### src/include/audio_consts.svh
// Audio processor constants

`ifndef AUDIO_CONSTS_SVH
`define AUDIO_CONSTS_SVH

// Datapath widths
`define AUDIO_SAMPLE_W 16
`define AUDIO_COEFF_W 16
`define AUDIO_VOL_W 8
`define AUDIO_ACC_W 34  // Four 32-bit products summed

// Filter shape
`define AUDIO_TAPS 4
`define AUDIO_SHIFT 8   // Fixed point scale, 256 is unity

// Coefficients loaded at reset, tap 0 is the newest sample
`define AUDIO_COEFF_DEFAULT_0 16'd128
`define AUDIO_COEFF_DEFAULT_1 16'd64
`define AUDIO_COEFF_DEFAULT_2 16'd32
`define AUDIO_COEFF_DEFAULT_3 16'd16

// Downstream credits
`define AUDIO_OUT_CREDITS_MAX 4

`endif

### src/audio_data_pkg.sv
// Audio datapath types

package audio_data_pkg;

    `include "audio_consts.svh"

    // Plain widths
    typedef logic [`AUDIO_SAMPLE_W-1:0] sample_t;
    typedef logic [`AUDIO_COEFF_W-1:0]  coeff_t;
    typedef logic [`AUDIO_VOL_W-1:0]    volume_t;   // 256 would be unity
    typedef logic [1:0]                 tap_idx_t;  // History or coefficient slot

    // One left/right pair
    typedef struct packed {
        sample_t left;
        sample_t right;
    } stereo_t;

    // Coefficient write request
    typedef struct packed {
        logic     we;
        tap_idx_t idx;
        coeff_t   data;
    } coeff_wr_t;

endpackage

### src/audio_sample_history.sv
// Stereo sample history

`timescale 1ns/10ps

`include "audio_consts.svh"

module audio_sample_history (
    input  logic                    clk,
    input  logic                    rst,
    input  logic                    we_i,
    input  audio_data_pkg::stereo_t sample_i,
    output audio_data_pkg::stereo_t taps_o [`AUDIO_TAPS]
);

    audio_data_pkg::stereo_t  entries [`AUDIO_TAPS];
    audio_data_pkg::tap_idx_t wr_ptr;  // Next slot to write

    // Circular store
    always_ff @(posedge clk or posedge rst) begin
        if (rst) begin
            wr_ptr <= '0;
            for (int k = 0; k < `AUDIO_TAPS; k++) begin
                entries[k] <= '0;
            end
        end else if (we_i) begin
            entries[wr_ptr] <= sample_i;
            wr_ptr          <= wr_ptr + 2'd1;  // Wraps after four
        end
    end

    // Newest entry sits just behind the write pointer
    always_comb begin
        for (int k = 0; k < `AUDIO_TAPS; k++) begin
            taps_o[k] = entries[wr_ptr - audio_data_pkg::tap_idx_t'(k + 1)];
        end
    end

endmodule

### config.mk
export PLATFORM = sky130hd
export DESIGN_NAME = audio_sample_history
export DESIGN_NICKNAME = d
export VERILOG_FILES = /design/src/audio_data_pkg.sv /design/src/audio_sample_history.sv
export VERILOG_INCLUDE_DIRS = /design/src /design/src/include
export SDC_FILE = /design/constraint.sdc
export NUM_CORES = 1
export LEC_CHECK = 0
export BUFFER_PORTS_ARGS = -buffer_cell sky130_fd_sc_hd__buf_4
export CORE_MARGIN = 3
export CORE_UTILIZATION = 30
export DETAILED_ROUTE_END_ITERATION = 8
export SETUP_SLACK_MARGIN = 0.05
export SYNTH_ARGS = -nofsm -noshare
export SYNTH_HDL_FRONTEND = slang
export SYNTH_SLANG_ARGS = --single-unit
export TNS_END_PERCENT = 1
### constraint.sdc
create_clock -name clk -period 3.8 [get_ports clk]
set_input_delay 0.57 -clock clk [delete_from_list [all_inputs] [get_ports clk]]
set_output_delay 0.57 -clock clk [all_outputs]
set_load 0.01 [all_outputs]
Word-level counts from Yosys, hierarchy flattened --
Index checks and enable logic that the tools add are counted. Widths: inputs -> output; s select.
Cells by class: bitwise logic cells 4, muxes and demuxes 15, reduce and logical (&&, ||, !) cells 1, $add $sub $neg 4, $lt $le $gt $ge 5
Operators with widths (count):
- $mux 32 | 9
- $bmux 32 s2 | 4
- $bwmux 128 | 1
- $demux 32 s2 | 1
- $ge 3x3->1 const B | 4
- $not 2->3 | 4
- $sub 2x2->2 const B | 2
- $lt 3x1->1 const B | 1
- $add 2x1->2 const B | 1
- $sub 2x1->2 const B | 1
- $logic_and 1x1->1 | 1
Storage, ports and cells: bits of input ports 35, bits in registers 130, logic and storage cells 38, output and inout port bits 128

Logic depth before layout (Yosys ltp) --
word-level depth 6, gate-level depth with buffers 10, gate-level depth less buffers 4

Least setup slack after synthesis --
OpenSTA, ideal clock, no wires.
path type register to output, from reg wr_ptr[1], to out taps_o[100] in the netlist's numbering, path slack 1091 ps, data arrival time 2139 ps, stages on the path, launching flop included 8, cell sequence dfrtp_1 buf_4 buf_4 buf_4 inv_1 ha_1 buf_2 mux4_2
RTL lines:
- start: declaration | RTL line audio_sample_history.sv:16 | audio_data_pkg::tap_idx_t wr_ptr;
- start signal: assignment | RTL line audio_sample_history.sv:27 | wr_ptr <= wr_ptr + 2'd1;
- end: declaration | RTL line audio_sample_history.sv:12 | output audio_data_pkg::stereo_t taps_o [`AUDIO_TAPS]

==> impl_metrics.py <==
metrics = {
    "status": {
        "outcome": "complete, no violations",
    },
    "placement": {
        "gp_congestion": 0.731,
        "io_buffers": 162,
        "hpwlAfterDp_um": 13400,
    },
    "sta": {
        "fin_skew_ns": 0.00575,
        "rsz0062_at_grt": "no",
        "fmax_mhz": 323,
        "setup_tns_ns": 0,
        "finalHoldViolations": 0,
        "max_slew.worst_pin.slew_ns": 1.14,
        "slew_headroom_pct": 23.6,
        "fin_crit_ns": 3.10,
        "period_share_pct": 81.5,
        "slew_viol_final": 0,
        "setup_viol": 0,
    },
    "synth": {
        "syn_nets": 481,
        "synth-compound-area-share_pct": 0.0624,
        "synthAdderAreaFrac_pct": 0.624,
        "yosys_register_bits": 130,
        "synth-seq-area-share_pct": 40.6,
        "synth_top_family_by_area": "multiplexers",
        "yosysWarnings": 0,
        "avgSynthCellArea_sq_um": 18.1,
        "syn_inst": 442,
        "synth_area_sq_mm": 0.00802,
        "synthMuxAreaShare_pct": 53.9,
        "netlist-cell-type-count": 13,
        "synthXorXnorAreaFrac_pct": 0.109,
        "synthSimpleGateAreaFrac_pct": 0.234,
    },
    "clock_network": {
        "cts_setup_buffers": 0,
        "cts_htree_levels": 4,
        "cts-resized-gates": 0,
        "cts_buffers": 17,
        "cts_tree": "done",
        "clkSlewWorstSetupHoldPaths_ns": 0.06,
        "clock_latency_ns": 0.41,
        "cts_root_buffer": "clkbuf_16",
        "clockBufferDepth": 2,
        "hold_buffers": 0,
        "cts.sinks": 130,
    },
    "floorplanning": {
        "die_width_um": 169,
        "start_util_pct": 30.7,
        "core_area_sq_mm": 0.0261,
        "io_pins": 163,
        "die_h_um": 169,
        "placementRows": 59,
        "dieArea_sq_mm": 0.0287,
    },
    "detailed_routing": {
        "wl_met2_um": 10400,
        "viasPerCell": 5.44,
        "vias": 5116,
        "remaining_drc_errors": 0,
        "met1_length_um": 8170,
        "routed.top_layer": "met5",
        "drtPass1Iterations": 4,
        "ant_nets": 0,
        "totalWireLength_um": 20100,
        "drt_iter0_drc": 223,
        "dr_wl_met3_um": 1210,
        "avgRoutedWirePerCell_um": 21.4,
    },
    "global_route": {
        "grt_max_degree": 74,
        "overflow": 0,
        "antenna_found_initial": 2,
        "grt_pass1_wl_um": 31700,
        "first_global_vias": 5545,
        "gr-usage-all-layers_pct": 14.2,
    },
    "setup_path": {
        "worst-path-buf-inv": 2,
        "slowest_delay_ns": 0.87,
        "cp-end-kind": "output port",
        "arrival_ns": 2.53,
        "start_kind": "flip-flop",
        "critPathTopFamily": "buffers and inverters",
        "critPathSlowestCell": "buf_4",
        "crit_type": "flip-flop to output port",
        "cp_cell_sequence": "buf_4, mux4_2, buf_4",
        "critPathRequiredTime_ns": 3.23,
        "cpMostUsedCell": "buf_4",
        "cp_max_fo": 66,
    },
    "cells_and_area": {
        "area_growth_pct": 25.4,
        "final_layout_size_suffix_gt1_share_pct": 77.3,
        "fin_nets": 630,
    },
    "worst_hold_path": {
        "worstHoldPathType": "input pin to asynchronous set/reset pin",
    },
    "flow_run": {
        "maxCapViolations": 0,
    },
}
worst paths after layout:
| check | end | cells past startpoint | slack [ns] | start |
|---|---|---|---|---|
| max | taps_o[66] | 3 | 0.70 | wr_ptr[1] |
| min | entries[0] | 2 | 0.18 | rst |
| max reg2reg | entries[35] | 5 | 1.08 | wr_ptr[1] |
| min reg2reg | entries[72] | 1 | 0.57 | entries[72] |
| max in group asynchronous | entries[76] | 3 | 2.74 | rst |
| min in group clk | wr_ptr[0] | 2 | 0.41 | we_i |
sequential cells by signal, summed over array words and instances (netlist names):
signal   cells
entries    128
wr_ptr       2
metal layers:
layer / up-vias / global-route usage (%)
met4: 2 / 4.62
met5: - / 0
met1: 2761 / 18.0
met3: 26 / 3.54
met2: 193 / 23.9
li1: 2134 / -
layout make-up:
| class | instances | area (sq um) |
|---|---|---|
| Fill cell | 2443 | 16100 |
| Multi-Input combinational cell | 267 | 4430 |
| Sequential cell | 130 | 3260 |
| Timing Repair Buffer | 172 | 1320 |
| Clock buffer | 20 | 457 |
| Tap cell | 335 | 419 |
| Clock inverter | 12 | 156 |
| Inverter | 3 | 15.0 |
| Antenna cell | 1 | 2.50 |
synthesized netlist by cell type:
| cell type | instances | share of area, % |
|---|---|---|
| nand2_1 | 5 | 0.23 |
| buf_4 | 13 | 1.2 |
| buf_12 | 6 | 1.5 |
| o21ai_0 | 1 | 0.062 |
| clkbuf_2 | 1 | 0.062 |
| buf_6 | 2 | 0.28 |
| inv_1 | 3 | 0.14 |
| mux4_2 | 128 | 36 |
| buf_2 | 20 | 1.2 |
| mux2_2 | 128 | 18 |
| dfrtp_1 | 130 | 41 |
| ha_1 | 4 | 0.62 |
| xor2_1 | 1 | 0.11 |
placed cells by master, fill, tap and decap left out, drive strengths merged:
| cell | n |
|---|---|
| xor2 | 1 |
| mux2 | 128 |
| dfrtp | 130 |
| diode | 1 |
| clkbuf | 20 |
| mux4 | 128 |
| nand2 | 5 |
| clkinv | 6 |
| inv | 4 |
| o21ai | 1 |
| ha | 4 |
| bufinv | 3 |
| buf | 172 |
| clkinvlp | 2 |
metrics by stage:
stage	utilization [%]	cell area [sq um]	hold WS, ns	std cells	worst slack (ns)
3_3_place_gp	36.1	9440	0.537	907	1.11
4_1_cts	38.5	10100	0.172	939	0.650
5_1_grt	38.5	10100	0.190	940	0.560
2_1_floorplan	-	8020	0.526	442	1.09
3_5_place_dp	36.1	9440	0.563	907	1.00
6_report	38.5	10100	0.178	940	0.702
kinds of logic after synthesis:
logic type | count (synthesis)
and+or+nand+nor | 5
xor gates and xnor gates | 1
DFF | 130
AOI/OAI and AO/OA | 1
buffers and inverters | 45
adders and majority gates | 4
muxes | 256
Power is left out: the tool's default activity adds up to more than one toggle a clock period on the data nets, which glitch-free logic cannot reach.
