File: src/include/audio_consts.svh
// Audio processor constants

`ifndef AUDIO_CONSTS_SVH
`define AUDIO_CONSTS_SVH

// Datapath widths
`define AUDIO_SAMPLE_W 16
`define AUDIO_COEFF_W 16
`define AUDIO_VOL_W 8
`define AUDIO_ACC_W 34  // Four 32-bit products summed

// Filter shape
`define AUDIO_TAPS 4
`define AUDIO_SHIFT 8   // Fixed point scale, 256 is unity

// Coefficients loaded at reset, tap 0 is the newest sample
`define AUDIO_COEFF_DEFAULT_0 16'd128
`define AUDIO_COEFF_DEFAULT_1 16'd64
`define AUDIO_COEFF_DEFAULT_2 16'd32
`define AUDIO_COEFF_DEFAULT_3 16'd16

// Downstream credits
`define AUDIO_OUT_CREDITS_MAX 4

`endif

File: src/audio_data_pkg.sv
// Audio datapath types

package audio_data_pkg;

    `include "audio_consts.svh"

    // Plain widths
    typedef logic [`AUDIO_SAMPLE_W-1:0] sample_t;
    typedef logic [`AUDIO_COEFF_W-1:0]  coeff_t;
    typedef logic [`AUDIO_VOL_W-1:0]    volume_t;   // 256 would be unity
    typedef logic [1:0]                 tap_idx_t;  // History or coefficient slot

    // One left/right pair
    typedef struct packed {
        sample_t left;
        sample_t right;
    } stereo_t;

    // Coefficient write request
    typedef struct packed {
        logic     we;
        tap_idx_t idx;
        coeff_t   data;
    } coeff_wr_t;

endpackage

File: src/audio_fir_filter.sv
// Four-tap stereo FIR filter

`timescale 1ns/10ps

`include "audio_consts.svh"

module audio_fir_filter (
    input  logic                      clk,
    input  logic                      rst,
    input  audio_data_pkg::coeff_wr_t coeff_wr_i,
    input  logic                      en_i,
    input  audio_data_pkg::stereo_t   taps_i [`AUDIO_TAPS],
    output audio_data_pkg::stereo_t   result_o
);

    audio_data_pkg::coeff_t   coeff_q [`AUDIO_TAPS];
    logic [`AUDIO_ACC_W-1:0]  acc_left;
    logic [`AUDIO_ACC_W-1:0]  acc_right;

    // Coefficient register file
    always_ff @(posedge clk or posedge rst) begin
        if (rst) begin
            coeff_q[0] <= `AUDIO_COEFF_DEFAULT_0;
            coeff_q[1] <= `AUDIO_COEFF_DEFAULT_1;
            coeff_q[2] <= `AUDIO_COEFF_DEFAULT_2;
            coeff_q[3] <= `AUDIO_COEFF_DEFAULT_3;
        end else if (coeff_wr_i.we) begin
            coeff_q[coeff_wr_i.idx] <= coeff_wr_i.data;
        end
    end

    // Sum of products, unsigned
    always_comb begin
        acc_left  = '0;
        acc_right = '0;
        for (int k = 0; k < `AUDIO_TAPS; k++) begin
            acc_left  = acc_left + `AUDIO_ACC_W'(taps_i[k].left) * `AUDIO_ACC_W'(coeff_q[k]);
            acc_right = acc_right + `AUDIO_ACC_W'(taps_i[k].right) * `AUDIO_ACC_W'(coeff_q[k]);
        end
    end

    // Shift down and keep the low sample bits
    always_ff @(posedge clk or posedge rst) begin
        if (rst) begin
            result_o <= '0;
        end else if (en_i) begin
            result_o.left  <= acc_left[`AUDIO_SHIFT +: `AUDIO_SAMPLE_W];
            result_o.right <= acc_right[`AUDIO_SHIFT +: `AUDIO_SAMPLE_W];
        end
    end

endmodule

File: config.mk
export PLATFORM = sky130hd
export DESIGN_NAME = audio_fir_filter
export DESIGN_NICKNAME = d
export VERILOG_FILES = /design/src/audio_data_pkg.sv /design/src/audio_fir_filter.sv
export VERILOG_INCLUDE_DIRS = /design/src /design/src/include
export SDC_FILE = /design/constraint.sdc
export NUM_CORES = 2
export LEC_CHECK = 0
export BUFFER_PORTS_ARGS = -buffer_cell sky130_fd_sc_hd__buf_4
export CELL_PAD_IN_SITES_DETAIL_PLACEMENT = 1
export CELL_PAD_IN_SITES_GLOBAL_PLACEMENT = 1
export CORE_ASPECT_RATIO = 0.7
export CORE_MARGIN = 1
export CORE_UTILIZATION = 52
export DETAILED_ROUTE_END_ITERATION = 16
export PLACE_DENSITY = 0.94
export SETUP_SLACK_MARGIN = 0.2
export SKIP_LAST_GASP = 1
export SLEW_MARGIN = 15
export SYNTH_ARGS = -nofsm -noshare
export SYNTH_HDL_FRONTEND = slang
export SYNTH_SLANG_ARGS = --single-unit
File: constraint.sdc
create_clock -name clk -period 11.15 [get_ports clk]
set_clock_uncertainty 0.1 [all_clocks]
set_input_delay 2.23 -clock clk [delete_from_list [all_inputs] [get_ports clk]]
set_output_delay 2.23 -clock clk [all_outputs]
set_load 0.005 [all_outputs]
== Word level (Yosys, flattened, before mapping) ==
Cells that the tools add are included.
Storage, ports and cells
  output and inout bits: 32
  register bits after elaboration: 96
  input port bits: 150
  word-level logic and storage cells: 27
Operators by class
  mux-type cells: 3
  bitwise operators: 1
  reduce and logical (&&, ||, !) cells: 1
  $lt $le $gt $ge: 2
  multipliers: 8
  $add $sub $neg: 6
Operators with widths (count)
  $mul 16x16->24: 8
  $add 24x24->24: 6
  $bwmux 64: 1
  $demux 16 s2: 1
  $mux 16: 1
  $ge 3x3->1 const B: 1
  $lt 3x1->1 const B: 1
  $not 2->3: 1
  $logic_and 1x1->1: 1

== Logic depth before layout (Yosys ltp) ==
  depth after elaboration: 6
  depth in mapped cells: 29
  mapped depth without buffers: 28

== Worst setup path before layout ==
No wires, ideal clock.
  path type: input port to flip-flop
  start: input port taps_i[106] in the netlist's numbering
  end: register result_o[10] in the netlist's numbering
  required time: 10.925 ns
  path slack: 1.310 ns
  setup time: 0.125 ns
  stages: 26
  arrival time: 9.615 ns
  buffers on the path: 1
  path through: clkbuf_1 > nand2_1 > fa_1 > inv_1 > fa_1 > fa_1 > fa_1 > fa_1 > inv_1 > fa_1 > inv_1 > fa_1 > fa_1 > fa_1 > inv_1 > fa_1 > inv_1 > ha_1 > a21oi_1 > o21ai_1 > o41a_1 > a21o_1 > or2_2 > a21oi_1 > xnor2_1 > mux2_2
Between the ends
  word-level cells in the longest chain between the ends: 4
RTL lines
  start: declaration: line audio_fir_filter.sv:12  | input audio_data_pkg::stereo_t taps_i [`AUDIO_TAPS],
  $mul 16x16->24 (no line)
  $add 24x24->24 (3 in a row): line audio_fir_filter.sv:38  | acc_right = acc_right + `AUDIO_ACC_W'(taps_i[k].right) * `AUDIO_ACC_W'(coeff_q[k]);
  end: declaration: line audio_fir_filter.sv:13  | output audio_data_pkg::stereo_t result_o
No other way between the ends.
A chain may end at the register's enable or synchronous reset.

== Final worst setup path ==
  start: input port taps_i[105] in the netlist's numbering
  end: register result_o[10] in the netlist's numbering
The elaborated chain is that of the path after synthesis.

==> reports/results.ini <==
[timing]
tns_ns = 0
finalHoldViolations = 0
drv_slew = 0
slew_headroom_pct = 14.4
fin_crit_sh_pct = 93.8
worst_pin_slew_ns = 1.28
fmax_ghz = 0.0956
finalSetupViolations = 0
period_needed_ns = 10.46
rsz0062_at_grt = false

[clocking]
worstSkewPairLatency_ns = 0.45
htree_levels = 3
post_cts_buffers = 0
cts_resized = 0
root_buffer = clkbuf_16
ctsHoldBuffers = 0
clock_path_buffers = 2
cts_inserted_buffers = 9
cts.clk_slew.worst_paths_ns = 0.08
clkSinkCount = 96
cts_tree = yes

[critical_path]
crit_cells = 26
startpoint_type = input pin
r2r_slack_ns = 1.54
slowest_stage = fa_1
path_common_cell = fa_1
rr_worst_depth = 25
cp-end-kind = flip-flop
crit_type = in -> reg
crit_start = taps_i[105]
worstPathArrival_ns = 10.66
worst_ep_required_time_ns = 11.35
r2r-start = coeff_q[53]
r2r_end = result_o[10]
cp_max_fo = 16
slowest_delay_ns = 0.56
path_buf_inv = 6
crit_family = adder cells

[yosys]
synthesis.area_sq_mm = 0.0602
async_reset_ff_share_pct = 100
synth_cells = 6423
synthFlopType = dfrtp_1
ys_seq_area_share_pct = 4.00
yosysWarnings = 0
synth-edff-count = 0
synthDistinctLibCells = 60
synth.avg_cell_area_sq_um = 9.38
synth_nets = 8615
ys_ff_latch = 96

[global_route]
grt_use_total_pct = 41.0
antenna_found_initial = 27
grt_pass1_wl_um = 349000
grt_max_degree = 53
grt_pass1_vias = 55900
overflow = 0

[layout]
drive_gt1_share_pct = 5.65
multi_input_area_sq_mm = 0.0500
nets = 8557
nFillCells = 13000
syn_to_final_growth_pct = 4.84
seq_area_sq_mm = 0.00241

[route]
via_per_inst = 5.86
wl_um = 231000
vias = 46400
antenna_left = 0
wl_per_cell_um = 29.2
drc = 0
initialDrtViolationCount = 4422
drtPass1Iterations = 6

[min_path]
hold_end = result_o[2]
min_path_type = reg -> reg
holdCritStartpoint = result_o[2]
hold_depth = 1

[place]
hpwl_um = 196000
io_buffers = 181
gp_congestion = 0.957

[outcome]
status = completed

[floorplanning]
core_area_sq_mm = 0.115
rows = 104
dieWidth_um = 409
die-area_sq_mm = 0.117
start_util_pct = 52.4
die_h_um = 287
num_io_pins = 182

[flow_run]
cap_violations = 0

metal layers:
metal / track usage (%) / share of wire [%] / vias to the layer above
met5: 0.241 / 0.036 / -
met4: 33.9 / 10 / 12
met3: 8.71 / 8.8 / 1300
met2: 67.2 / 48 / 3106
met1: 46.4 / 33 / 24100
li1: - / - / 17900
state kept, by name, indices dropped and copies added (netlist names):
name,flops
coeff_q,64
result_o,32
worst register-to-register path: stages, from the launching register on:
cell and delay (ns):
dfrtp_1 0.91, buf_4 0.41, and2_1 0.21, fa_1 0.45
fa_1 0.59, fa_1 0.47, fa_1 0.52, fa_1 0.54
inv_1 0.06, fa_1 0.54, inv_1 0.08, fa_1 0.51
fa_1 0.52, fa_1 0.53, inv_1 0.06, fa_1 0.47
inv_1 0.05, ha_1 0.37, a21oi_1 0.28, o21ai_1 0.15
o41a_1 0.37, a21o_1 0.23, or2_2 0.33, a21oi_1 0.25
xnor2_1 0.17, mux2_2 0.31
cells by family (layout without fill, tap and decap cells):
kind of cell / Yosys count / after routing / share of synthesized area, %
buf+inv: 2069 / 2016 / 12.9
fa+ha+maj: 2042 / 2042 / 62.0
simple gates: 1886 / 1886 / 16.0
xor+xnor: 175 / 175 / 2.64
flops: 96 / 96 / 4.00
mux: 86 / 86 / 1.61
compound gates: 69 / 69 / 0.829
other cells: 0 / 19 / 0
worst max-delay path by stage:
stage                        end  slack, ns
detailed placement  result_o[10]       0.39
global placement    result_o[30]       0.77
finish              result_o[10]       0.69
CTS                 result_o[10]       0.84
global route        result_o[15]       0.46
floorplan           result_o[10]       1.31
cells in the final DEF, fill, tap and decap left out, drive strengths merged, types with 7 or more instances in the layout:
master and n:
nor2 12, nor3 8, fa 1574, nand2 864, dfrtp 92, xor2 36
buf 238, and2 970, a21oi 18, ha 468, clkbuf 9, mux2 86
xnor2 135, o21ai 7, inv 1764, diode 19
area by class of cell:
| type | count | share of cell area (%) |
|---|---|---|
| Tap cell | 1537 | 3.05 |
| Multi-Input combinational cell | 4258 | 79.2 |
| Sequential cell | 96 | 3.82 |
| Timing Repair Buffer | 238 | 2.84 |
| Clock inverter | 7 | 0.137 |
| Antenna cell | 19 | 0.0753 |
| Clock buffer | 9 | 0.357 |
| Inverter | 1762 | 10.5 |
through the flow:
stage / hold WS (ns) / area, sq um / setup slack (ns) / util, % / cells
after floorplan: 0.375 / 60200 / 1.31 / - / 6423
after global placement: 0.366 / 62800 / 0.769 / 54.6 / 7890
after detailed placement: 0.392 / 62800 / 0.387 / 54.6 / 7890
after CTS: 0.410 / 63100 / 0.835 / 54.9 / 7906
after global routing: 0.429 / 63100 / 0.463 / 54.9 / 7914
final: 0.413 / 63100 / 0.692 / 55.0 / 7926
synthesized netlist by cell type, drive strengths merged (2+ instances only):
cell type | n | area share [%]
nor3b | 3 | 0.046
inv | 1762 | 11
nor4 | 2 | 0.021
o21ai | 7 | 0.058
clkbuf | 297 | 1.9
nand2 | 864 | 5.4
o21bai | 2 | 0.025
dfrtp | 92 | 3.8
a211o | 3 | 0.044
nand3 | 6 | 0.050
ha | 468 | 9.7
mux2 | 86 | 1.6
a31oi | 4 | 0.042
nor2 | 12 | 0.075
nand4 | 4 | 0.042
dfstp | 4 | 0.17
xnor2 | 135 | 2.0
and4 | 2 | 0.029
buf | 10 | 0.087
o21a | 4 | 0.050
o31ai | 6 | 0.075
and3 | 2 | 0.021
xor2 | 36 | 0.52
nor2b | 3 | 0.031
fa | 1574 | 52
o2111a | 2 | 0.037
or3 | 2 | 0.021
xnor3 | 4 | 0.15
and2 | 970 | 10
nand3b | 2 | 0.025
a21oi | 18 | 0.15
nor3 | 8 | 0.075
or2 | 4 | 0.042
a21o | 6 | 0.075
Power is not shown: default switching activity piles up to over one toggle a cycle in this logic, so the estimate is an artifact.
