$ cat src/include/audio_consts.svh
// Audio processor constants

`ifndef AUDIO_CONSTS_SVH
`define AUDIO_CONSTS_SVH

// Datapath widths
`define AUDIO_SAMPLE_W 16
`define AUDIO_COEFF_W 16
`define AUDIO_VOL_W 8
`define AUDIO_ACC_W 34  // Four 32-bit products summed

// Filter shape
`define AUDIO_TAPS 4
`define AUDIO_SHIFT 8   // Fixed point scale, 256 is unity

// Coefficients loaded at reset, tap 0 is the newest sample
`define AUDIO_COEFF_DEFAULT_0 16'd128
`define AUDIO_COEFF_DEFAULT_1 16'd64
`define AUDIO_COEFF_DEFAULT_2 16'd32
`define AUDIO_COEFF_DEFAULT_3 16'd16

// Downstream credits
`define AUDIO_OUT_CREDITS_MAX 4

`endif

$ cat src/audio_data_pkg.sv
// Audio datapath types

package audio_data_pkg;

    `include "audio_consts.svh"

    // Plain widths
    typedef logic [`AUDIO_SAMPLE_W-1:0] sample_t;
    typedef logic [`AUDIO_COEFF_W-1:0]  coeff_t;
    typedef logic [`AUDIO_VOL_W-1:0]    volume_t;   // 256 would be unity
    typedef logic [1:0]                 tap_idx_t;  // History or coefficient slot

    // One left/right pair
    typedef struct packed {
        sample_t left;
        sample_t right;
    } stereo_t;

    // Coefficient write request
    typedef struct packed {
        logic     we;
        tap_idx_t idx;
        coeff_t   data;
    } coeff_wr_t;

endpackage

$ cat src/audio_volume_scaler.sv
// Stereo volume stage

`timescale 1ns/10ps

`include "audio_consts.svh"

module audio_volume_scaler (
    input  logic                    clk,
    input  logic                    rst,
    input  logic                    cap_i,
    input  audio_data_pkg::volume_t volume_i,
    input  logic                    en_i,
    input  audio_data_pkg::stereo_t sample_i,
    output audio_data_pkg::stereo_t sample_o
);

    audio_data_pkg::volume_t                   vol_q;  // Gain of the sample in flight
    logic [`AUDIO_SAMPLE_W+`AUDIO_VOL_W-1:0]   prod_left;
    logic [`AUDIO_SAMPLE_W+`AUDIO_VOL_W-1:0]   prod_right;

    assign prod_left  = sample_i.left * vol_q;
    assign prod_right = sample_i.right * vol_q;

    always_ff @(posedge clk or posedge rst) begin
        if (rst) begin
            vol_q    <= '0;
            sample_o <= '0;
        end else begin
            if (cap_i) begin
                vol_q <= volume_i;  // Latched with the sample
            end
            if (en_i) begin
                sample_o.left  <= prod_left[`AUDIO_SHIFT +: `AUDIO_SAMPLE_W];
                sample_o.right <= prod_right[`AUDIO_SHIFT +: `AUDIO_SAMPLE_W];
            end
        end
    end

endmodule

$ cat config.mk
export PLATFORM = sky130hd
export DESIGN_NAME = audio_volume_scaler
export DESIGN_NICKNAME = d
export VERILOG_FILES = /design/src/audio_data_pkg.sv /design/src/audio_volume_scaler.sv
export VERILOG_INCLUDE_DIRS = /design/src /design/src/include
export SDC_FILE = /design/constraint.sdc
export NUM_CORES = 1
export LEC_CHECK = 0
export BUFFER_PORTS_ARGS = -buffer_cell sky130_fd_sc_hd__buf_2
export CAP_MARGIN = 25
export CORE_ASPECT_RATIO = 1.5
export CORE_MARGIN = 2
export CORE_UTILIZATION = 40
export CTS_CLUSTER_SIZE = 25
export DETAILED_ROUTE_END_ITERATION = 10
export SYNTH_ARGS = -nofsm -noshare
export SYNTH_HDL_FRONTEND = slang
export SYNTH_SLANG_ARGS = --single-unit
$ cat constraint.sdc
create_clock -name clk -period 7.61 [get_ports clk]
set_input_delay 1.522 -clock clk [delete_from_list [all_inputs] [get_ports clk]]
set_output_delay 1.522 -clock clk [all_outputs]
set_load 0.005 [all_outputs]
[After elaboration in Yosys (flattened, before gate mapping)]
Cells that the tools add are included.
Storage, ports and cells
  register bits after elaboration: 40
  input bits: 44
  output and inout port bits: 32
  logic and storage cells: 5
Operators by class
  $mul: 2
Operators with widths (number)
  $mul 16x8->24: 2

[Logic depth before layout (Yosys ltp)]
Gate-level depths: netlist of run 1.
  depth in word-level cells: 1
  mapped depth: 18
  depth with buffers taken out: 16

[Worst setup path after synthesis of run 1]
OpenSTA, ideal clock, no wires.
  path kind: input to register
  start point: input sample_i[12] (netlist name)
  end point: register sample_o[15] (netlist name)
  setup time: 0.124 ns
  arrival time: 5.505 ns
  required time: 7.486 ns
  slack: 1.981 ns
  cell stages on the path: 17
  buffers on the path: 1
  path through: and2_1 -> fa_1 -> inv_1 -> fa_1 -> inv_1 -> fa_1 -> inv_1 -> fa_1 -> inv_1 -> ha_1 -> clkbuf_1 -> nand4_1 -> inv_1 -> a221o_1 -> a221o_1 -> o21a_1 -> o31a_1
On the way
  word-level cells in the longest chain between the ends: 1
Ends and longest elaborated chain
  from (decl): line audio_volume_scaler.sv:13  | input audio_data_pkg::stereo_t sample_i,
  $mul 16x8->24: line audio_volume_scaler.sv:22  | assign prod_right = sample_i.right * vol_q;
  to (decl): line audio_volume_scaler.sv:14  | output audio_data_pkg::stereo_t sample_o
Every way passes these cells.
A chain may end at the register's enable or synchronous reset.

[Worst setup path after layout of run 1]
  start point: input sample_i[10] (netlist name)
  end point: register sample_o[15] (netlist name)
Same word-level chain as after synthesis.

==> metrics.cfg, run 1 <==
[status]
outcome=completed

[global_route]
antenna_found_initial=0
grt_pass1_wl_um=37600
grt_pass1_vias=7935
grt_usage_pct=18.5
grt_overflow_total=0
grt_max_degree=41

[clocking]
cts_max_level=2
root_buffer=clkbuf_16
hold_buffers=0
numCtsBuffers=5
cts_tree=built
clkSinkCount=40
cts_resized=0
clockBufferDepth=2
cts.clk_slew.worst_paths_ns=0.06
cts_setup_buffers=0
insertion_delay_ns=0.32

[logic_synthesis]
synth_fp_nets=1363
syn_area_um2=9660
synth_top_cell_by_area=fa_1
synth_cells=1071
yosysMostFrequentCell=inv_1
synth_top_family_by_area=adder cells
synthSimpleGateAreaFrac_pct=20.8
yosysSeqAreaShare_pct=10.4
async_flop_share_pct=100
ys.flop_type=dfrtp_1
synth-compound-area-share_pct=9.36
synth.avg_cell_area_um2=9.02
synthMuxAreaShare_pct=3.12
synth_top_cells_by_area=fa_1 34%, and2_1 13%, ha_1 11%
ys_types=58
yosys.area.top_type_share_pct=34.4
synth-edff-count=0
ys_top_cells_by_count=204 x inv_1, 202 x and2_1, 166 x fa_1, 83 x nand2_1, 82 x ha_1
synth_xor_area_share_pct=1.81
ys_ff_latch=40
synth_fa_ha_area_share_pct=45.0
yosys_warnings=0

[critical_path]
cp_data_required_time_ns=7.80
arrival_ns=5.83
endpoint_kind=flip-flop
critical_path_class=input pin to flip-flop
critPathLaunchType=input pin
cp_max_fo=8
reg2regPathDepth=13

[pwr]
power_density_nw_per_um2=401
p_switching_mw=2.25
power_frac_comb_pct=84.4
power_frac_clock_pct=6.3
sw_frac_of_total_pct=53.2
pwr-share-seq_pct=9.3
power_leakage_nw=5.30
ir_worst_vdd_mv=0.248
p_int_mw=1.98

[floorplanning]
coreArea_um2=23700
rows=69
pin_count=76
floorplan.initialDensity_pct=40.7
die_width_um=131
die-area_um2=25400
die-height_um=194

[sta]
fin_crit_sh_pct=74.1
period_needed_ns=5.64
setup_viol=0
maxSlewHeadroom_pct=25.9
rsz0062_at_grt=no
skew_ns=0.0142
max_freq_mhz=177
hold_violations=0
tightest_slew_ns=1.11
finalSetupTns_ns=0
final_max_slew_viol_count=0

[layout]
n_antenna_cell=0
area_delta_synth_final_pct=9.06
nets=1408
drive_above_1_share_pct=11.6
stdcell_area_um2=10500
final_core_util_pct=44.4

[place]
place_congestion=0.801
place_hpwl_um=17100
placed_area_um2=10300
port_buffers=75

[route]
vias=7333
post_drt_wl_per_cell_um=15.2
wirelength_um=21900
drt-pass1-iter-count=4
drt-initial-drc-count=270
viasPerCell=5.11
drc_errors=0
ant_nets=0

[run]
maxCapViolations=0

[hold_path]
min_path_cells=2
hold_path.class=flip-flop to flip-flop

cell type report:
type	instances	area, um2
Fill cell	2399	13200
Multi-Input combinational cell	785	7740
Sequential cell	40	1000
Inverter	205	769
Timing Repair Buffer	79	465
Tap cell	319	399
Clock buffer	5	125
Clock inverter	3	42.5
final timing paths:
kind / startpoint / to / slack (ns)
max reg2reg: vol_q[3] / sample_o[8] / 2.20
min: sample_o[29] / sample_o[29] / 0.48
max in group asynchronous: rst / sample_o[21] / 5.86
max: sample_i[10] / sample_o[15] / 1.97
min reg2reg: sample_o[29] / sample_o[29] / 0.48
min in group asynchronous: rst / sample_o[14] / 1.23
kinds of logic after synthesis:
family                   count (synthesis)
buffers and inverters                  246
AO/OA/AOI/OAI                          129
multiplexers                            27
flip-flops                              40
XOR/XNOR                                20
AND/OR/NAND/NOR                        361
adder cells (fa/ha/maj)                248
critical path: stages:
cell and delay [ns]:
buf_2 0.16, and2_1 0.19, fa_1 0.51, fa_1 0.53, fa_1 0.51, inv_1 0.05, fa_1 0.48, inv_1 0.04
ha_1 0.35, a21oi_1 0.17, o21ai_1 0.09, a221o_1 0.39, a221o_1 0.38, o21a_1 0.19, o31a_1 0.26
stage by stage:
stage	total power, mW	setup slack (ns)	hold slack [ns]	cells
after floorplan	3.12	1.98	0.475	1071
after global placement	3.94	1.65	0.466	1424
final	4.23	1.97	0.480	1436
after CTS	4.28	1.97	0.482	1432
after detailed placement	3.98	1.64	0.468	1424
after global routing	4.80	1.71	0.500	1436
power by group through the flow:
stage | clock network, mW | logic, mW | registers [mW]
floorplan | 0 | 2.74 | 0.376
global placement | 0 | 3.53 | 0.406
detailed placement | 0 | 3.57 | 0.410
CTS | 0.277 | 3.60 | 0.406
global route | 0.280 | 4.11 | 0.407
finish | 0.268 | 3.57 | 0.392
placed cells by master (no fill, tap or decap), types with 5 or more instances in the layout:
cell type / instances
dfrtp_1: 40
a211oi_1: 6
nand3_1: 13
clkbuf_16: 5
and2_1: 202
and2_2: 6
mux2_2: 25
ha_1: 82
o21ai_0: 23
o21bai_1: 5
nand4_1: 11
a31oi_1: 5
o21a_1: 6
fa_1: 166
buf_2: 75
xnor2_1: 8
a21oi_1: 34
nand2_1: 83
and3_1: 7
a21o_1: 9
inv_1: 203
nor2_1: 18
xor2_1: 12
nor3_1: 6
per-layer routing:
| metal | share of wire, % | GRT usage (%) | vias up | wire [um] |
|---|---|---|---|---|
| met3 | 2.3 | 1.54 | 12 | 507 |
| met2 | 53 | 33.2 | 105 | 11600 |
| met4 | 1.3 | 4.49 | 0 | 276 |
| met1 | 43 | 23.8 | 3772 | 9490 |
| met5 | 0 | 0 | - | 0 |
| li1 | - | - | 3444 | - |
registers in the layout, summed over array words and instances, names as in the netlist:
signal,flops
sample_o,32
vol_q,8
(Power assumes the default switching activity.)
==> run 2, diff against run 1 <==
Clock period 7.61 ns to 4.6 ns, I/O delays scaled along.
==> metrics.cfg, run 2 (synthesized netlist as in run 1, its figures left out) <==
[status]
outcome=complete, but fails checks
violations=negative setup slack

[critical_path]
reg2regPathDepth=16
crit_family=adder cells
r2r_start=vol_q[4]
endpoint_kind=flip-flop
cp_data_required_time_ns=4.80
cpMostUsedCell=fa_1
cp_num_cells=16
critical_path_class=input pin to flip-flop
startpoint=sample_i[4]
cp_max_fo=6
path_buf_inv=4
arrival_ns=4.92
timing.rr.end=sample_o[15]
cp_slowest_cell=fa_1
rrSetupSlack_ns=-0.02
cpPeakStageDelay_ns=0.52
crit_chain=buf_12 -> buf_4 -> and2_4 -> fa_1 -> fa_1 -> fa_1 -> inv_1 -> fa_1 -> inv_2 -> ha_4 -> and2_4 -> and2_4 -> a221o_2 -> and3_1 -> o21a_1 -> o31a_1
cp-endpoint=sample_o[15]
critPathLaunchType=input pin

[route]
drc_errors=0
vias=8008
ant_nets=0
post_drt_wl_per_cell_um=14.8
drt-pass1-iter-count=6
drt-initial-drc-count=270
viasPerCell=4.98
wirelength_um=23800

[sta]
final_max_slew_viol_count=0
fin_hold_ws_ns=0.496
hold_violations=0
period_needed_ns=4.73
skew_ns=0.00549
fin_crit_sh_pct=103
maxSlewHeadroom_pct=44.9
finalSetupTns_ns=-0.481
setup_viol=9
rsz0062_at_grt=yes
max_freq_mhz=212
worst_slack_ns=-0.127
tightest_slew_ns=0.827

[global_route]
grt_pass1_vias=8736
grt_max_degree=41
grt_usage_pct=19.6
grt_overflow_total=0
antenna_found_initial=0
grt_pass1_wl_um=40100

[place]
place_congestion=0.823
dpl_worst_slack_ns=-0.633
port_buffers=75
placed_area_um2=11500
place_hpwl_um=18900

[clocking]
insertion_delay_ns=0.31
hold_buffers=0
numCtsBuffers=5
clkSinkCount=40
cts_tree=built
cts_max_level=2
cts.clk_slew.worst_paths_ns=0.07
root_buffer=clkbuf_16
clockBufferDepth=2

[layout]
final_common_cell=inv_1
largest_reg_flops=32
drive_above_1_share_pct=34.0
n_antenna_cell=0
top_regs=sample_o (32), vol_q (8)
mostFrequentLayoutCells=190 x inv_1, 165 x and2_1, 164 x buf_4
stdcell_area_um2=12700
nets=1580
final_core_util_pct=53.6
regMostFlops=sample_o
n_fill_cell=2246
area_delta_synth_final_pct=31.7

[run]
maxCapViolations=0

[floorplanning]
coreArea_um2=23700
die-area_um2=25400
rows=69
die-height_um=194
pin_count=76
die_width_um=131
floorplan.initialDensity_pct=40.7

[pwr]
power_leakage_nw=6.28
ir_worst_vdd_mv=0.491
power_density_nw_per_um2=842

[hold_path]
hold_path.class=flip-flop to flip-flop

==> run 2: area by class of cell <==
cell class / count / area (um2) / share of cell area [%]
clock buffers: 6 / 129 / 1.01
clock inverters: 1 / 5.00 / 0.0393
inverters: 205 / 769 / 6.04
multi-input cells: 785 / 8510 / 66.9
flip-flops and latches: 40 / 1010 / 7.90
well taps: 319 / 399 / 3.14
repair buffers: 251 / 1910 / 15.0
==> run 2: worst min-delay path, cell delays in order (launching register included) <==
cell and delay, ns:
dfrtp_1 0.35, nand2_1 0.06, o31ai_1 0.06
==> run 2: timing repair <==
| item | 4_1_cts | 5_1_grt |
|---|---|---|
| endpoints found under the hold margin | 0 | 0 |
| buffers inserted | 14 | 14 |
| gates resized for setup | 101 | 117 |
| gates cloned | 0 | 1 |
| pin swaps | 52 | 72 |
| endpoints found under the setup margin | 26 | 28 |
==> run 2: power breakdown <==
group / total [mW] / internal (mW) / switching (mW)
clock: 0.371 / 0.198 / 0.173
combinational: 9.73 / 5.03 / 4.69
sequential: 0.615 / 0.531 / 0.0834
==> run 2: worst min-delay path by stage <==
stage	slack (ns)	from	endpoint	depth (start not counted)
floorplan	0.48	sample_o[10]	sample_o[10]	2
detailed placement	0.48	sample_o[29]	sample_o[29]	2
finish	0.50	sample_o[10]	sample_o[10]	2
global placement	0.47	sample_o[29]	sample_o[29]	2
CTS	0.50	sample_o[29]	sample_o[29]	2
global route	0.52	sample_o[10]	sample_o[10]	2
==> run 2: through the flow <==
| step | cells | power, mW |
|---|---|---|
| CTS | 1591 | 9.61 |
| global placement | 1570 | 8.27 |
| global route | 1607 | 11.8 |
| floorplan | 1071 | 5.56 |
| detailed placement | 1570 | 8.36 |
| finish | 1607 | 10.7 |
==> run 2: layer usage <==
metal	wire length (um)	share of wire (%)	track usage [%]
met1	10100	43	24.6
met4	401	1.7	5.67
met3	547	2.3	1.54
met5	0	0	0
met2	12700	53	35.5
