File: config.mk
export PLATFORM = sky130hd
export DESIGN_NAME = audio_flow_ctrl
export DESIGN_NICKNAME = d
export VERILOG_FILES = /design/src/audio_ctrl_pkg.sv /design/src/audio_flow_ctrl.sv
export VERILOG_INCLUDE_DIRS = /design/src /design/src/include
export SDC_FILE = /design/constraint.sdc
export NUM_CORES = 1
export LEC_CHECK = 0
export BUFFER_PORTS_ARGS = -buffer_cell sky130_fd_sc_hd__clkbuf_2
export CAP_MARGIN = 15
export CORE_MARGIN = 1.5
export CORE_UTILIZATION = 30
export CTS_CLUSTER_SIZE = 16
export DETAILED_ROUTE_END_ITERATION = 8
export HOLD_SLACK_MARGIN = 0.08
export PLACE_DENSITY = 0.59
export SLEW_MARGIN = 30
export SYNTH_ARGS = -nofsm -noshare
export SYNTH_HDL_FRONTEND = slang
export SYNTH_SLANG_ARGS = --single-unit
File: constraint.sdc
create_clock -name clk -period 5.4 [get_ports clk]
set_input_delay 0 -clock clk [delete_from_list [all_inputs] [get_ports clk]]
set_output_delay 0 -clock clk [all_outputs]
set_load 0.01 [all_outputs]
File: src/include/audio_consts.svh
// Audio processor constants

`ifndef AUDIO_CONSTS_SVH
`define AUDIO_CONSTS_SVH

// Datapath widths
`define AUDIO_SAMPLE_W 16
`define AUDIO_COEFF_W 16
`define AUDIO_VOL_W 8
`define AUDIO_ACC_W 34  // Four 32-bit products summed

// Filter shape
`define AUDIO_TAPS 4
`define AUDIO_SHIFT 8   // Fixed point scale, 256 is unity

// Coefficients loaded at reset, tap 0 is the newest sample
`define AUDIO_COEFF_DEFAULT_0 16'd128
`define AUDIO_COEFF_DEFAULT_1 16'd64
`define AUDIO_COEFF_DEFAULT_2 16'd32
`define AUDIO_COEFF_DEFAULT_3 16'd16

// Downstream credits
`define AUDIO_OUT_CREDITS_MAX 4

`endif

File: src/audio_ctrl_pkg.sv
// Audio controller types

package audio_ctrl_pkg;

    `include "audio_consts.svh"

    // Per-sample sequencing
    typedef enum logic [1:0] {
        IDLE,    // Waiting for a sample
        FILTER,  // FIR step
        SCALE,   // Volume step
        OUTPUT   // Waiting for a downstream credit
    } flow_state_t;

    // Holds 0 to AUDIO_OUT_CREDITS_MAX
    typedef logic [$clog2(`AUDIO_OUT_CREDITS_MAX+1)-1:0] credit_cnt_t;

endpackage

File: src/audio_flow_ctrl.sv
// Sample sequencing and credit control

`timescale 1ns/10ps

`include "audio_consts.svh"

module audio_flow_ctrl (
    input  logic clk,
    input  logic rst,
    input  logic in_valid_i,
    input  logic out_credit_i,
    output logic in_credit_o,
    output logic out_valid_o,
    output logic hist_we_o,
    output logic vol_cap_o,
    output logic fir_en_o,
    output logic vol_en_o
);

    localparam audio_ctrl_pkg::credit_cnt_t CREDIT_MAX =
        audio_ctrl_pkg::credit_cnt_t'(`AUDIO_OUT_CREDITS_MAX);

    audio_ctrl_pkg::flow_state_t state_q;
    audio_ctrl_pkg::flow_state_t state_d;
    audio_ctrl_pkg::credit_cnt_t credit_q;
    audio_ctrl_pkg::credit_cnt_t credit_d;
    logic                        started_q;  // First clock after reset seen
    logic                        init_q;     // Initial credit pulse
    logic                        accept;

    assign accept      = (state_q == audio_ctrl_pkg::IDLE) && in_valid_i;
    assign hist_we_o   = accept;
    assign vol_cap_o   = accept;
    assign fir_en_o    = (state_q == audio_ctrl_pkg::FILTER);
    assign vol_en_o    = (state_q == audio_ctrl_pkg::SCALE);
    assign out_valid_o = (state_q == audio_ctrl_pkg::OUTPUT) && (credit_q != '0);
    assign in_credit_o = init_q || out_valid_o;  // Credit returns with the output

    // Next state
    always_comb begin
        state_d = state_q;
        case (state_q)
            audio_ctrl_pkg::IDLE:   if (in_valid_i) state_d = audio_ctrl_pkg::FILTER;
            audio_ctrl_pkg::FILTER: state_d = audio_ctrl_pkg::SCALE;
            audio_ctrl_pkg::SCALE:  state_d = audio_ctrl_pkg::OUTPUT;
            audio_ctrl_pkg::OUTPUT: if (out_valid_o) state_d = audio_ctrl_pkg::IDLE;
            default:                state_d = audio_ctrl_pkg::IDLE;
        endcase
    end

    // Grant and use in one cycle cancel out
    always_comb begin
        credit_d = credit_q;
        if (out_credit_i && !out_valid_o) begin
            if (credit_q != CREDIT_MAX) begin
                credit_d = credit_q + 1'b1;
            end
        end else if (out_valid_o && !out_credit_i) begin
            credit_d = credit_q - 1'b1;
        end
    end

    always_ff @(posedge clk or posedge rst) begin
        if (rst) begin
            state_q   <= audio_ctrl_pkg::IDLE;
            credit_q  <= '0;
            started_q <= 1'b0;
            init_q    <= 1'b0;
        end else begin
            state_q   <= state_d;
            credit_q  <= credit_d;
            started_q <= 1'b1;
            init_q    <= !started_q;  // High for one cycle only
        end
    end

endmodule

Word level (Yosys, flattened, before mapping)
Cells that the tools add are included.

Flip-flop bits (word level): 7. Output and inout bits: 6. Logic and storage cells: 32.

Muxes and demuxes: 6. Eq/ne operators: 7. Reduce and logical (&&, ||, !) cells: 13. $add $sub $neg: 2.

Operators by type and width (count): $mux W3 (3); $pmux W2 S4 (1); $eq A2 B2 Y1 const B (2); $logic_and A1 B1 Y1 (4); $mux W2 (2); $ne A2 B2 Y1 const B (2); $reduce_and A2 Y1 (2); $add A3 B1 Y3 const B (1); $logic_not A1 Y1 (3); $ne A3 B3 Y1 const B (1); $reduce_bool A3 Y1 (1); $sub A3 B1 Y3 const B (1); $eq A2 B1 Y1 const B (1); $logic_not A2 Y1 (1); $ne A2 B1 Y1 const B (1); $reduce_bool A2 Y1 (1); $logic_or A1 B1 Y1 (1).

Longest topological paths before layout
Gate-level depths: netlist of the first run.

Depth after elaboration: 6. Mapped depth: 8. Mapped depth without buffers: 7.

Least setup slack after synthesis of the first run
Ideal clock, no wire load.

Path type: reg-to-reg. Start: register credit_q[1]. End: register credit_q[2]. Required time: 5.314 ns. Slack: 3.406 ns. Buffers on the path: 0. Stages on the path, launching flop included: 7. Setup time: 0.086 ns. Arrival: 1.909 ns. Period minus slack after synthesis: 1.994 ns. Cells stage by stage: dfrtp_1 or2_2 o21ai_1 nand2_1 fa_1 o32a_1 o221ai_2.

Word-level cells in the longest chain between the ends: 6. Elaborated cells on any way between the ends: 14. Those cells by class: add/sub (2); eq/ne (2); mux (3); reduce/logical (7).

Ends and longest elaborated chain: start: declaration (line audio_flow_ctrl.sv:25) `audio_ctrl_pkg::credit_cnt_t credit_q;`; start signal: assignment (line audio_flow_ctrl.sv:71) `credit_q <= credit_d;`; parallel branches: the longest is 6 deep, another holds $sub A3 B1 Y3.

Parallel ways; which one is timed is not known. The select of a mux whose other input is x is not followed. A chain may end at the register's enable or synchronous reset.

Worst setup path in the final report of the first run
Same ends and word-level chain as after synthesis.

==> metrics.md, run 1 <==
| Metric | Value |
|---|---|
| Vias in the first global route | `342` |
| Layout area overhead | `14.81%` |
| Antenna Cells | `0` |
| Sequential area share after synthesis | `34.57%` |
| Most numerous cell in the Yosys netlist | `dfrtp_1` |
| Via count | `351` |
| Netlist cell types | `28` |
| Post-layout util | `37.74%` |
| Global-route wire length before repair | `1.317 mm` |
| CTS tree | `yes` |
| Post-synth EDFFs | `0` |
| Power, Total | `329.6 uW` |
| Routed WL per cell | `9.156 um` |
| Cells on worst reg2reg path | `6` |
| Critical Path AT | `2260 ps` |
| Final clock period utilization by the worst path | `38.78%` |
| Largest net degree at the start of global routing | `10` |
| FF+latch count, synth | `7` |
| FF/Latch Area | `175.2 um^2` |
| Bufs on Longest Clock Path | `2` |
| Die area | `0.001945 mm^2` |
| PD cells | `566.5 mW/mm^2` |
| Leakage | `0.0002894 uW` |
| Share of synthesized registers carrying an async set or reset | `100.0%` |
| Detailed Place HPWL | `599.5 um` |
| CP max FO | `7` |
| Final Hold Viols | `0` |
| Share of layout cells above drive strength 1 | `31.15%` |
| Final nets | `72` |
| Largest cells by area after synthesis | `dfrtp_1, ha_1, fa_1` |
| Critical Path RT | `5560 ps` |
| CTS Sinks | `7` |
| Setup crit start kind | `register` |
| PortBufs | `9` |
| Clock slew at reported path FFs | `50 ps` |
| Final slew viol count | `0` |
| Fillers | `166` |
| Hold path depth | `4` |
| Clk Tree Root Cell | `clkbuf_4` |
| Max-cap viol count | `0` |
| Grt total ovfl | `0` |
| Die Span Y | `44.10 um` |
| Vias per cell | `4.558` |
| ANT nets after route | `0` |
| Die W | `44.10 um` |
| Routed WL | `705 um` |
| Mapped Area | `506.7 um^2` |
| Setup violations, final | `0` |
| I/O pins | `10` |
| Syn. warnings | `0` |
| Fin crit period | `2094 ps` |
| Cell accounting for the most synthesized area | `dfrtp_1` |
| Synth top cells by count | `dfrtp_1, ha_1, inv_1` |
| Drt drc | `0` |
| Status | `complete, no violations` |
| Clk_skew | `0.7477 ps` |
| Core footprint | `0.001541 mm^2` |
| Setup repair bufs after CTS | `0` |
| Footprint of the multi-input gates | `286.5 um^2` |
| H-tree Lvls | `1` |
| Total track usage | `9.431%` |
| Row Count | `14` |
| CP endpoint kind | `register` |
| Post-synthesis cell count | `50` |
| Antenna violations before repair | `0` |
| Hold Crit Class | `input pin to register` |
| Syn nets | `60` |
| Num CTS Buffers | `3` |
| Initial DRC count | `0` |
| RSZ-0062 raised after global routing | `false` |
| Peak supply drop | `252.8 uV` |
| Clock insertion delay at the later pin of the skew report | `240 ps` |
| Gp weighted congestion | `0.7419` |
| Starting density of the core | `32.87%` |
| DRT Pass-1 Iters | `1` |
| Avg Synthesized Cell Area | `10.13 um^2` |
| F_max | `477.6 MHz` |
| TNS Setup | `0 ps` |
| Main synth FF type | `dfrtp_1` |
| Share of the synthesized area in the top cell type | `34.57%` |
| Critical Setup Path Class | `register to register` |
-- per-layer routing --
metal	track usage [%]	vias up	share of wire, %
li1	-	189	-
met1	11.22	159	47
met2	14.41	3	51
met3	2.449	0	1.6
met4	7.273	0	0
met5	0	-	0
-- layout make-up --
| type | instances | area share, % |
|---|---|---|
| Multi-Input combinational cell | 35 | 49.25 |
| Sequential cell | 7 | 30.11 |
| Timing Repair Buffer | 10 | 9.462 |
| Clock buffer | 4 | 4.516 |
| Tap cell | 16 | 3.441 |
| Inverter | 5 | 3.226 |
-- timing repair --
item,CTS,global route
resized for setup,0,0
endpoints found under the setup margin,0,0
endpoints found under the hold margin,7,0
hold buffers,1,0
-- critical path, cell delays in order, from the launching register on --
cell	delay [ps]
dfrtp_1	450
or2_2	350
o21ai_1	190
nand2_1	90
fa_1	400
o32a_1	370
o221ai_2	150
-- cells by family (layout without fill, tap and decap cells) --
family | after synthesis | in the layout | synth area share [%]
mux | 2 | 2 | 4.197
simple gates | 15 | 15 | 17.29
buf+inv | 8 | 19 | 8.888
xor+xnor | 2 | 2 | 3.457
flops | 7 | 7 | 34.57
other cells | 1 | 1 | 0.7400
fa+ha+maj | 6 | 6 | 16.30
compound gates | 9 | 9 | 14.57
-- power by group --
group / switching (uW) / internal (uW) / total (uW)
clock: 17.3 / 28.1 / 45.4
sequential: 29.7 / 74.5 / 104
combinational: 95.4 / 84.6 / 180
total: 142 / 187 / 330
-- through the flow --
stage	worst slack, ps	area, um^2	cells	hold WS (ps)
6_report	3306	581.8	77	160.3
4_1_cts	3289	581.8	77	157.9
2_1_floorplan	3406	506.7	50	-196.6
5_1_grt	3186	581.8	77	174.5
3_3_place_gp	3310	545.5	72	-84.41
3_5_place_dp	3302	545.5	72	-87.10
-- cell usage in the layout (no fill, tap or decap), types with 2 or more instances in the layout --
| cell type | synthesis | routed |
|---|---|---|
| clkbuf_2 | 0 | 9 |
| or2_2 | 2 | 2 |
| nor2_1 | 2 | 2 |
| nand3_1 | 2 | 2 |
| dfrtp_1 | 7 | 7 |
| inv_1 | 5 | 5 |
| ha_1 | 5 | 5 |
| nand2_1 | 4 | 4 |
| clkbuf_4 | 0 | 3 |
| o21ai_0 | 2 | 2 |
-- registers in the layout (all words and copies together) (netlist names) --
signal,count
credit_q,3
state_q,2
init_q,1
started_q,1
-- final timing paths --
check,slack (ps),startpoint,to
worst max-delay path,3310,credit_q[1]$_DFFE_PP0P_,credit_q[2]$_DFFE_PP0P_
worst min-delay path,160,in_valid_i,state_q[0]$_DFFE_PP0P_
worst max register to register,3310,credit_q[1]$_DFFE_PP0P_,credit_q[2]$_DFFE_PP0P_
worst min register to register,390,started_q$_DFF_PP0_,init_q$_DFF_PP0_
max in group asynchronous,5010,rst,credit_q[2]$_DFFE_PP0P_
min in group asynchronous,200,rst,credit_q[1]$_DFFE_PP0P_
Note: power is estimated with default switching activity, not from simulation.
==> run 2, diff against run 1 <==
- clock period: 5.4 -> 2.1 ns (I/O delays scaled with it)
==> run 2 against run 1 <==
Effect of this change:
- combinational power rose to 3.1 times the previous value
- via count increased by 5.4%
- design area grew 5.2%
==> metrics.md, run 2 (synthesis results as in run 1) <==
| Metric | Value |
|---|---|
| Status | `complete, no violations` |
| Final slew viol count | `0` |
| Row Count | `14` |
| Most frequent cells in the layout | `clkbuf_2, dfrtp_1, inv_1, ha_1` |
| CP endpoint kind | `register` |
| Via count | `370` |
| Critical Path RT | `2260 ps` |
| I/O pins | `10` |
| Die area | `0.001945 mm^2` |
| Starting density of the core | `32.87%` |
| CP max FO | `3` |
| Top Registers | `credit_q (3), state_q (2)` |
| Core footprint | `0.001541 mm^2` |
| PortBufs | `9` |
| Largest net degree at the start of global routing | `9` |
| Layout area overhead | `20.74%` |
| Clk_skew | `0.4956 ps` |
| Final Hold Viols | `0` |
| Antenna violations before repair | `0` |
| Critical Path AT | `2100 ps` |
| Total track usage | `10.71%` |
| DRT Pass-1 Iters | `2` |
| Clk Tree Root Cell | `clkbuf_4` |
| Peak supply drop | `578.4 uV` |
| Most common cell after layout, fill and taps aside | `clkbuf_2` |
| Die Span Y | `44.10 um` |
| Hold path depth | `3` |
| Final clock period utilization by the worst path | `92.25%` |
| Global-route wire length before repair | `1.455 mm` |
| TNS Setup | `0 ps` |
| H-tree Lvls | `1` |
| Setup violations, final | `0` |
| Share of layout cells above drive strength 1 | `35.38%` |
| CTS Sinks | `7` |
| Initial DRC count | `2` |
| F_max | `516.2 MHz` |
| Top reg by flops | `credit_q` |
| Routed WL | `828 um` |
| Final nets | `76` |
| CTS tree | `yes` |
| Max reg flops | `3` |
| Vias per cell | `4.568` |
| Routed WL per cell | `10.22 um` |
| Grt total ovfl | `0` |
| ANT nets after route | `0` |
| Power, Total | `914.9 uW` |
| Max-cap viol count | `0` |
| Hold Crit Class | `input pin to register` |
| Die W | `44.10 um` |
| Antenna Cells | `0` |
| Cells on worst reg2reg path | `6` |
| Post-layout util | `39.69%` |
| Fin crit period | `1937 ps` |
| Critical Setup Path Class | `register to register` |
| Gates resized, CTS repair | `0` |
| Clock slew at reported path FFs | `50 ps` |
| Gp weighted congestion | `0.7701` |
| PD cells | `1495 mW/mm^2` |
| Clock insertion delay at the later pin of the skew report | `250 ps` |
| Num CTS Buffers | `3` |
| Setup crit start kind | `register` |
| Drt drc | `0` |
| Bufs on Longest Clock Path | `2` |
| Leakage | `0.0003087 uW` |
| RSZ-0062 raised after global routing | `false` |
| Vias in the first global route | `352` |
==> run 2: cell types whose count changed in the layout (fill, tap and decap cells not counted) <==
cell	previous run	this run
buf_4	0	4
==> run 2: worst max-delay path, cell delays in order (launching register included) <==
cell and delay (ps):
dfrtp_1 360, or2_2 310, o21ai_1 160, nand2_1 90
fa_1 400, o32a_1 370, o221ai_2 150
==> run 2: routing by layer <==
layer  global-route usage (%)  up-vias  part of all wire [%]
met3                    1.224        0                   1.3
met2                    17.06        3                    53
met4                    9.091        0                     0
met5                        0        -                     0
li1                         -      196                     -
met1                    12.79      171                    45
==> run 2: path summary, 6_finish.rpt <==
kind                                         start                      end  slack [ps]
max                        credit_q[1]$_DFFE_PP0P_  credit_q[2]$_DFFE_PP0P_         160
min                                   out_credit_i  credit_q[2]$_DFFE_PP0P_         190
max reg2reg                credit_q[1]$_DFFE_PP0P_  credit_q[2]$_DFFE_PP0P_         160
min reg2reg                    started_q$_DFF_PP0_         init_q$_DFF_PP0_         410
max in group asynchronous                      rst  credit_q[0]$_DFFE_PP0P_        1690
min in group asynchronous                      rst  credit_q[1]$_DFFE_PP0P_         210
==> run 2: area by class of cell <==
type                    instances  area [um^2]
inverters                       5        18.77
well taps                      16        20.02
clock buffers                   4        26.28
fillers                       163        929.6
flip-flops and latches          7        175.2
multi-input cells              35        286.5
repair buffers                 14        85.08
==> run 2: through the flow <==
stage / setup slack (ps) / area, um^2 / hold slack [ps] / instances
after detailed placement: 165.8 / 575.6 / -79.21 / 76
after global placement: 189.6 / 575.6 / -86.61 / 76
final: 162.7 / 611.8 / 187.6 / 81
after floorplan: 105.5 / 506.7 / -196.6 / 50
after CTS: 150.7 / 611.8 / 185.6 / 81
after global routing: 14.36 / 611.8 / 211.9 / 81
==> run 2: repair_timing <==
item / 4_1_cts / 5_1_grt
buffers inserted: 0 / 0
hold buffers: 1 / 0
endpoints found under the hold margin: 7 / 0
==> run 2: where the power goes <==
part           switching, uW  internal (uW)  leakage, uW  total (uW)
clock                   46.2           72.3    0.0000150         118
sequential              43.8            192    0.0000824         236
combinational            298            263     0.000211         561
total                    388            527     0.000309         915
